<file path="config.mk">
export PLATFORM = sky130hd
export DESIGN_NAME = udp_rx_top
export DESIGN_NICKNAME = d
export VERILOG_FILES = /design/src/logic/udp_rx_pkg.sv /design/src/logic/udp_stream_if.sv /design/src/logic/udp_header_parser.sv /design/src/logic/udp_reader.sv /design/src/logic/udp_rx_top.sv
export VERILOG_INCLUDE_DIRS = /design/src /design/src/logic
export SDC_FILE = /design/constraint.sdc
export NUM_CORES = 1
export LEC_CHECK = 0
export BUFFER_PORTS_ARGS = -buffer_cell sky130_fd_sc_hd__buf_2
export CORE_MARGIN = 3
export CORE_UTILIZATION = 43
export DETAILED_ROUTE_END_ITERATION = 10
export GPL_TIMING_DRIVEN = 0
export MAX_ROUTING_LAYER = met4
export PLACE_DENSITY_LB_ADDON = 0.05
export SLEW_MARGIN = 20
export SYNTH_ARGS = -nofsm -noshare
export SYNTH_HDL_FRONTEND = slang
export SYNTH_HIERARCHICAL = 1
export SYNTH_SLANG_ARGS = --single-unit
export TNS_END_PERCENT = 50
</file>
<file path="constraint.sdc">
create_clock -name clk -period 4.8 [get_ports clk]
set_clock_uncertainty 0.2 [all_clocks]
set_input_delay 0.24 -clock clk [delete_from_list [all_inputs] [get_ports clk]]
set_output_delay 0.24 -clock clk [all_outputs]
set_load 0.02 [all_outputs]
</file>
<file path="src/logic/udp_rx_settings.svh">
`ifndef UDP_RX_SETTINGS_SVH
`define UDP_RX_SETTINGS_SVH

// payload bytes held in the display word
`define UDP_RX_CAPACITY 4

// accepted udp destination port
`define UDP_RX_PORT 16'd5000

// eth 14 + ipv4 20 + udp 8 without ip options
`define UDP_RX_HDR_BYTES 42

`endif

</file>
<file path="src/logic/udp_rx_pkg.sv">
`include "udp_rx_settings.svh"

package udp_rx_pkg;

    typedef logic [7:0]  byte_t;
    typedef logic [15:0] port_t;
    typedef logic [15:0] len_t;
    typedef logic [7:0]  drop_cnt_t;

    // display word with slot 0 in the top byte
    typedef logic [`UDP_RX_CAPACITY*8-1:0] payload_t;

    typedef enum logic [1:0] {
        ST_HEADER,  // walking the 42 header bytes
        ST_PAYLOAD, // forwarding payload
        ST_SKIP     // rejected frame waits for the end
    } parser_state_e;

endpackage : udp_rx_pkg

</file>
<file path="src/logic/udp_stream_if.sv">
interface udp_stream_if;
    import udp_rx_pkg::*;

    logic  valid;
    byte_t data;
    logic  rx_end;
    logic  len_err; // only meaningful together with rx_end

    modport src (
        output valid, data, rx_end, len_err
    );

    modport snk (
        input valid, data, rx_end, len_err
    );

endinterface : udp_stream_if

</file>
<file path="src/logic/udp_header_parser.sv">
`include "udp_rx_settings.svh"

module udp_header_parser (
    input  logic                  clk,
    input  logic                  rstn,
    input  logic                  mac_valid,
    input  udp_rx_pkg::byte_t     mac_data,
    input  logic                  mac_end,
    output udp_rx_pkg::drop_cnt_t drops,
    udp_stream_if.src             stream
);
    import udp_rx_pkg::*;

    localparam port_t RX_PORT  = `UDP_RX_PORT;
    localparam len_t  HDR_LAST = len_t'(`UDP_RX_HDR_BYTES - 1);

    parser_state_e state;
    len_t          cnt;     // header index, then payload byte count
    len_t          udp_len; // raw length field including the 8 byte udp header
    len_t          pay_len;
    logic          hdr_ok;
    logic          field_bad;
    logic          fwd;
    drop_cnt_t     drops_next;

    assign pay_len = udp_len - len_t'(8);

    // bytes past the declared length are eth padding
    assign fwd = (state == ST_PAYLOAD) && mac_valid && (cnt < pay_len);

    assign drops_next = (drops == '1) ? drops : drops + 1'b1;

    // compare the current header byte against what it has to be
    always_comb begin
        case (cnt)
            16'd12:  field_bad = (mac_data != 8'h08); // ethertype ipv4
            16'd13:  field_bad = (mac_data != 8'h00);
            16'd23:  field_bad = (mac_data != 8'h11); // protocol udp
            16'd36:  field_bad = (mac_data != RX_PORT[15:8]);
            16'd37:  field_bad = (mac_data != RX_PORT[7:0]);
            default: field_bad = 1'b0;
        endcase
    end

    always_ff @(posedge clk or negedge rstn) begin
        if (!rstn) begin
            state          <= ST_HEADER;
            cnt            <= '0;
            hdr_ok         <= 1'b1;
            drops          <= '0;
            stream.valid   <= 1'b0;
            stream.rx_end  <= 1'b0;
            stream.len_err <= 1'b0;
        end else begin
            stream.valid   <= fwd;
            stream.rx_end  <= 1'b0;
            stream.len_err <= 1'b0;
            case (state)
                ST_HEADER: begin
                    if (mac_end) begin
                        // frame cut inside the header
                        cnt    <= '0;
                        hdr_ok <= 1'b1;
                        drops  <= drops_next;
                    end else if (mac_valid) begin
                        if (cnt == HDR_LAST) begin
                            cnt   <= '0;
                            state <= hdr_ok ? ST_PAYLOAD : ST_SKIP;
                        end else begin
                            cnt <= cnt + 1'b1;
                            if (field_bad) begin
                                hdr_ok <= 1'b0;
                            end
                        end
                    end
                end
                ST_PAYLOAD: begin
                    if (mac_end) begin
                        stream.rx_end  <= 1'b1;
                        stream.len_err <= (cnt < pay_len); // came up short
                        cnt            <= '0;
                        hdr_ok         <= 1'b1;
                        state          <= ST_HEADER;
                    end else if (fwd) begin
                        cnt <= cnt + 1'b1;
                    end
                end
                ST_SKIP: begin
                    if (mac_end) begin
                        drops  <= drops_next;
                        hdr_ok <= 1'b1;
                        state  <= ST_HEADER;
                    end
                end
                default: state <= ST_HEADER;
            endcase
        end
    end

    // payload byte and udp length capture
    always_ff @(posedge clk) begin
        if (fwd) begin
            stream.data <= mac_data;
        end
        if (state == ST_HEADER && mac_valid) begin
            if (cnt == 16'd38) begin
                udp_len[15:8] <= mac_data;
            end
            if (cnt == 16'd39) begin
                udp_len[7:0] <= mac_data;
            end
        end
    end

endmodule : udp_header_parser

</file>
<file path="src/logic/udp_reader.sv">
`include "udp_rx_settings.svh"

module udp_reader #(
    parameter int CAPACITY = `UDP_RX_CAPACITY
) (
    input  logic                 clk,
    input  logic                 rstn,
    udp_stream_if.snk            stream,
    output udp_rx_pkg::payload_t o_data,
    output logic                 error,
    output logic                 trig
);
    import udp_rx_pkg::*;

    localparam int WPTR_W = (CAPACITY > 1) ? $clog2(CAPACITY) : 1;

    byte_t                  store [CAPACITY];
    logic [WPTR_W-1:0]      wptr;
    logic [CAPACITY*8-1:0]  store_word;
    logic                   all_ones;
    logic                   all_zero;

    // slot 0 lands in the top byte
    for (genvar j = 0; j < CAPACITY; j++) begin : g_flat
        assign store_word[(CAPACITY-j)*8-1 -: 8] = store[j];
    end

    assign all_ones = &store_word;
    assign all_zero = ~|store_word;

    always_ff @(posedge clk) begin
        if (stream.valid) begin
            store[wptr] <= stream.data;
        end
    end

    always_ff @(posedge clk or negedge rstn) begin
        if (!rstn) begin
            wptr   <= '0;
            error  <= 1'b0;
            trig   <= 1'b0;
            o_data <= '0;
        end else begin
            trig <= 1'b0; // single cycle pulse
            if (stream.valid) begin
                if (wptr == WPTR_W'(CAPACITY - 1)) begin
                    wptr <= '0;
                end else begin
                    wptr <= wptr + 1'b1;
                end
            end else if (stream.rx_end) begin
                wptr <= '0;
                if (stream.len_err) begin
                    error <= 1'b1; // truncated frame leaves the display alone
                end else begin
                    // partial last word means length not a multiple of capacity
                    error <= (wptr != '0);
                    if (all_ones) begin
                        trig <= 1'b1;
                    end else if (!all_zero) begin
                        o_data <= store_word;
                    end
                end
            end
        end
    end

endmodule : udp_reader

</file>
<file path="src/logic/udp_rx_top.sv">
`include "udp_rx_settings.svh"

module udp_rx_top (
    input  logic                  clk,
    input  logic                  rstn,

    input  logic                  mac_valid,
    input  udp_rx_pkg::byte_t     mac_data,
    input  logic                  mac_end,

    output udp_rx_pkg::payload_t  o_data,
    output logic                  error,
    output logic                  trig,
    output udp_rx_pkg::drop_cnt_t drops
);

    udp_stream_if stream ();

    // mac bytes in, filtered payload stream out
    udp_header_parser u_parser (
        .clk       (clk),
        .rstn      (rstn),
        .mac_valid (mac_valid),
        .mac_data  (mac_data),
        .mac_end   (mac_end),
        .drops     (drops),
        .stream    (stream.src)
    );

    udp_reader #(
        .CAPACITY (`UDP_RX_CAPACITY)
    ) u_reader (
        .clk    (clk),
        .rstn   (rstn),
        .stream (stream.snk),
        .o_data (o_data),
        .error  (error),
        .trig   (trig)
    );

endmodule : udp_rx_top

</file>
==> impl_results.md <==
* Asr flop ratio synth at 54.1%
* Pin count of the biggest net entering global routing at 47
* Antenna Violating Nets Remaining at 0
* Synthesis-to-finish area growth at 19.8%
* GPL Wtd Cong at 0.842
* Iter 0 DRT Violations at 288
* Via count at 4,037
* Slew @ Worst Pin at 0.895 ns
* H-tree levels at 4
* Final Hold Slack at 0.0412 ns
* Cell Pwr Density at 596 nW/um^2
* Vert. Die Dim at 122 um
* Gr usage total at 19.1%
* Tmin final at 4.08 ns
* Slew Viols, Final at 0
* Post-CTS Setup Inserts at 0
* Area contributors post-synth: edfxtp_1, dfrtp_1, ha_1
* Row cnt at 41
* Clk pin slew, worst setup/hold paths at 0.06 ns
* Initial antenna violation count at 0
* Cell depth of the worst flop-to-flop path at 10
* Die Area at 15,000 um^2
* Synth Flop Type: dfrtp_1
* PostCTS Resize Cnt at 0
* CTS Hold Bufs at 9
* ANT cells at 0
* Fin. Hold Viols at 0
* Sink Count at 122
* Commonest cells post-synth: dfrtp_1, edfxtp_1, mux2_2
* Placeable Area at 12,900 um^2
* Fill cells at 1,134
* First-pass iteration count of the detailed router at 4
* Clk Latency, worst-skew pair at 0.41 ns
* IO Pins at 54
* TritonCTS clock tree: yes
* Critical Path RT at 4.63 ns
* Unique masters post-synth at 61
* LEAKAGE at 2.80 nW
* Multi-input gate area at 2270 um^2
* Final period util at 85.0%
* Worst Path Arrival at 3.91 ns
* Ys Warns at 6
* Vias in the first global route at 3,901
* Synthesized cell area at 5810 um^2
* CP Class: flip-flop to flip-flop
* Final setup violation count at 0
* Outcome: completed
* Register area at 3330 um^2
* Post-synth top area share at 28.9%
* First-pass GRT wire length at 20,700 um
* Area leader, netlist: edfxtp_1
* Max Root-Sink Buffers at 2
* Register area share after synthesis at 57.3%
* Crit-path max FO at 9
* Initial core utilization at 45.0%
* Slew HR at 40.1%
* PortBufs at 52
* Min-Delay Path Depth at 3
* Synthesized net count at 512
* Final Non-Filler Cells at 737
* Share of layout cells above drive strength 1 at 24.4%
* Per-cell routed wire length at 17.7 um
* Cells after Synth at 472
* CTS root buf: clkbuf_16
* Startpoint types: flip-flop
* Vias per cell at 5.48
* FMAX at 245 MHz
* GR Overflow Total at 0
* Max cap viols at 0
* Layout net count at 593
* Synth Register Bits at 122
* Placed instance count at 697
* Worst Hold Class: input port to flip-flop
* Routed wire length at 13,000 um
* Setup TNS at 0 ns
* Avg Cell Area, Syn at 12.3 um^2
* Number of synthesized flops with an enable pin at 56
* Most instantiated library cell after synthesis: dfrtp_1
* RSZ-0062 raised after global routing: no
* CP endpoint kind: flip-flop
* Detailed Place HPWL at 9490 um
* CTS Buf Count at 17
* Chip Width at 122 um
* Worst VDD drop at 0.219 mV
* Post-route DRC violation count at 0
## logic make-up after synthesis
kind of cell	Yosys count	share of synthesized area [%]
and+or+nand+nor	153	14.7
adders and majority gates	28	6.03
xor gates and xnor gates	20	3.01
DFF	122	57.3
AOI/OAI and AO/OA	75	8.84
muxes	34	6.56
buffers and inverters	40	3.53
## state kept, by name (all words and copies together), names as in the netlist, 2 cells and up
register	flops
u_reader/store	32
u_parser/state	2
u_parser/cnt	16
u_parser/stream.data	8
u_reader/wptr	2
u_parser/udp_len	16
u_parser/drops	8
u_reader/o_data	32
## cells in the final DEF, fill, tap and decap left out, types with 8 or more instances in the layout
| cell type | n |
|---|---|
| nand4_1 | 16 |
| clkbuf_16 | 17 |
| a21oi_1 | 8 |
| dfrtp_1 | 65 |
| xnor2_1 | 15 |
| nand3_1 | 20 |
| nor4_1 | 13 |
| inv_1 | 28 |
| o21ai_0 | 27 |
| nor2_1 | 22 |
| mux2_2 | 31 |
| ha_1 | 28 |
| edfxtp_1 | 56 |
| buf_2 | 52 |
| nand2_1 | 26 |
| dlygate4sd3_1 | 9 |
| o211ai_1 | 10 |
| nor3_1 | 11 |
| and2_1 | 9 |
## critical path, cell delays in order, from the launching register on
cell and delay [ns]:
edfxtp_1 0.41, or4_1 0.55, nor2_1 0.15, nand2_1 0.13
nor4_1 0.26, xnor2_1 0.17, ha_1 0.26, and4_1 0.21
a221oi_2 0.32, o211ai_1 0.28, nor2_1 0.75
## through the flow
step	instance area, um^2	setup WS, ns	total power [mW]	utilization, %
finish	6970	0.720	4.15	53.9
detailed placement	6320	0.743	2.96	48.9
global route	6970	0.498	4.40	53.9
CTS	6970	0.736	4.19	53.9
global placement	6290	0.812	2.92	48.7
floorplan	5810	1.34	2.51	-
## report_power, final
| group | switching [mW] | internal (mW) |
|---|---|---|
| registers | 0.237 | 1.39 |
| logic | 0.775 | 0.538 |
| clock network | 0.457 | 0.755 |
## path summary, 6_finish.rpt
path	to	slack [ns]	from
setup / recovery	u_parser/stream.data[0]	0.72	u_parser/udp_len[7]
hold / removal	u_parser/hdr_ok	0.04	mac_end
setup reg to reg	u_parser/stream.data[0]	0.72	u_parser/udp_len[7]
hold reg to reg	u_reader/trig	0.29	u_parser/stream.len_err
max in group asynchronous	u_parser/hdr_ok	3.76	rstn
min in group asynchronous	u_parser/drops[2]	0.07	rstn
## per-layer routing
layer | up-vias | part of all wire (%) | global-route usage (%)
met5 | - | 0 | -
met2 | 94 | 45 | 26.8
li1 | 1942 | - | -
met4 | 0 | 1.4 | 6.23
met1 | 1987 | 49 | 26.9
met3 | 14 | 4.3 | 5.12
## final cells by class
| cell class | count | share of cell area, % |
|---|---|---|
| timing repair buffer | 62 | 5.46 |
| sequential | 122 | 47.9 |
| clock inverter | 13 | 1.83 |
| multi-input combinational | 310 | 32.7 |
| tap | 172 | 3.09 |
| clock buffer | 18 | 6.16 |
| buffer | 12 | 1.44 |
| inverter | 28 | 1.51 |
No activity file was read; power rests on OpenSTA's default activity.
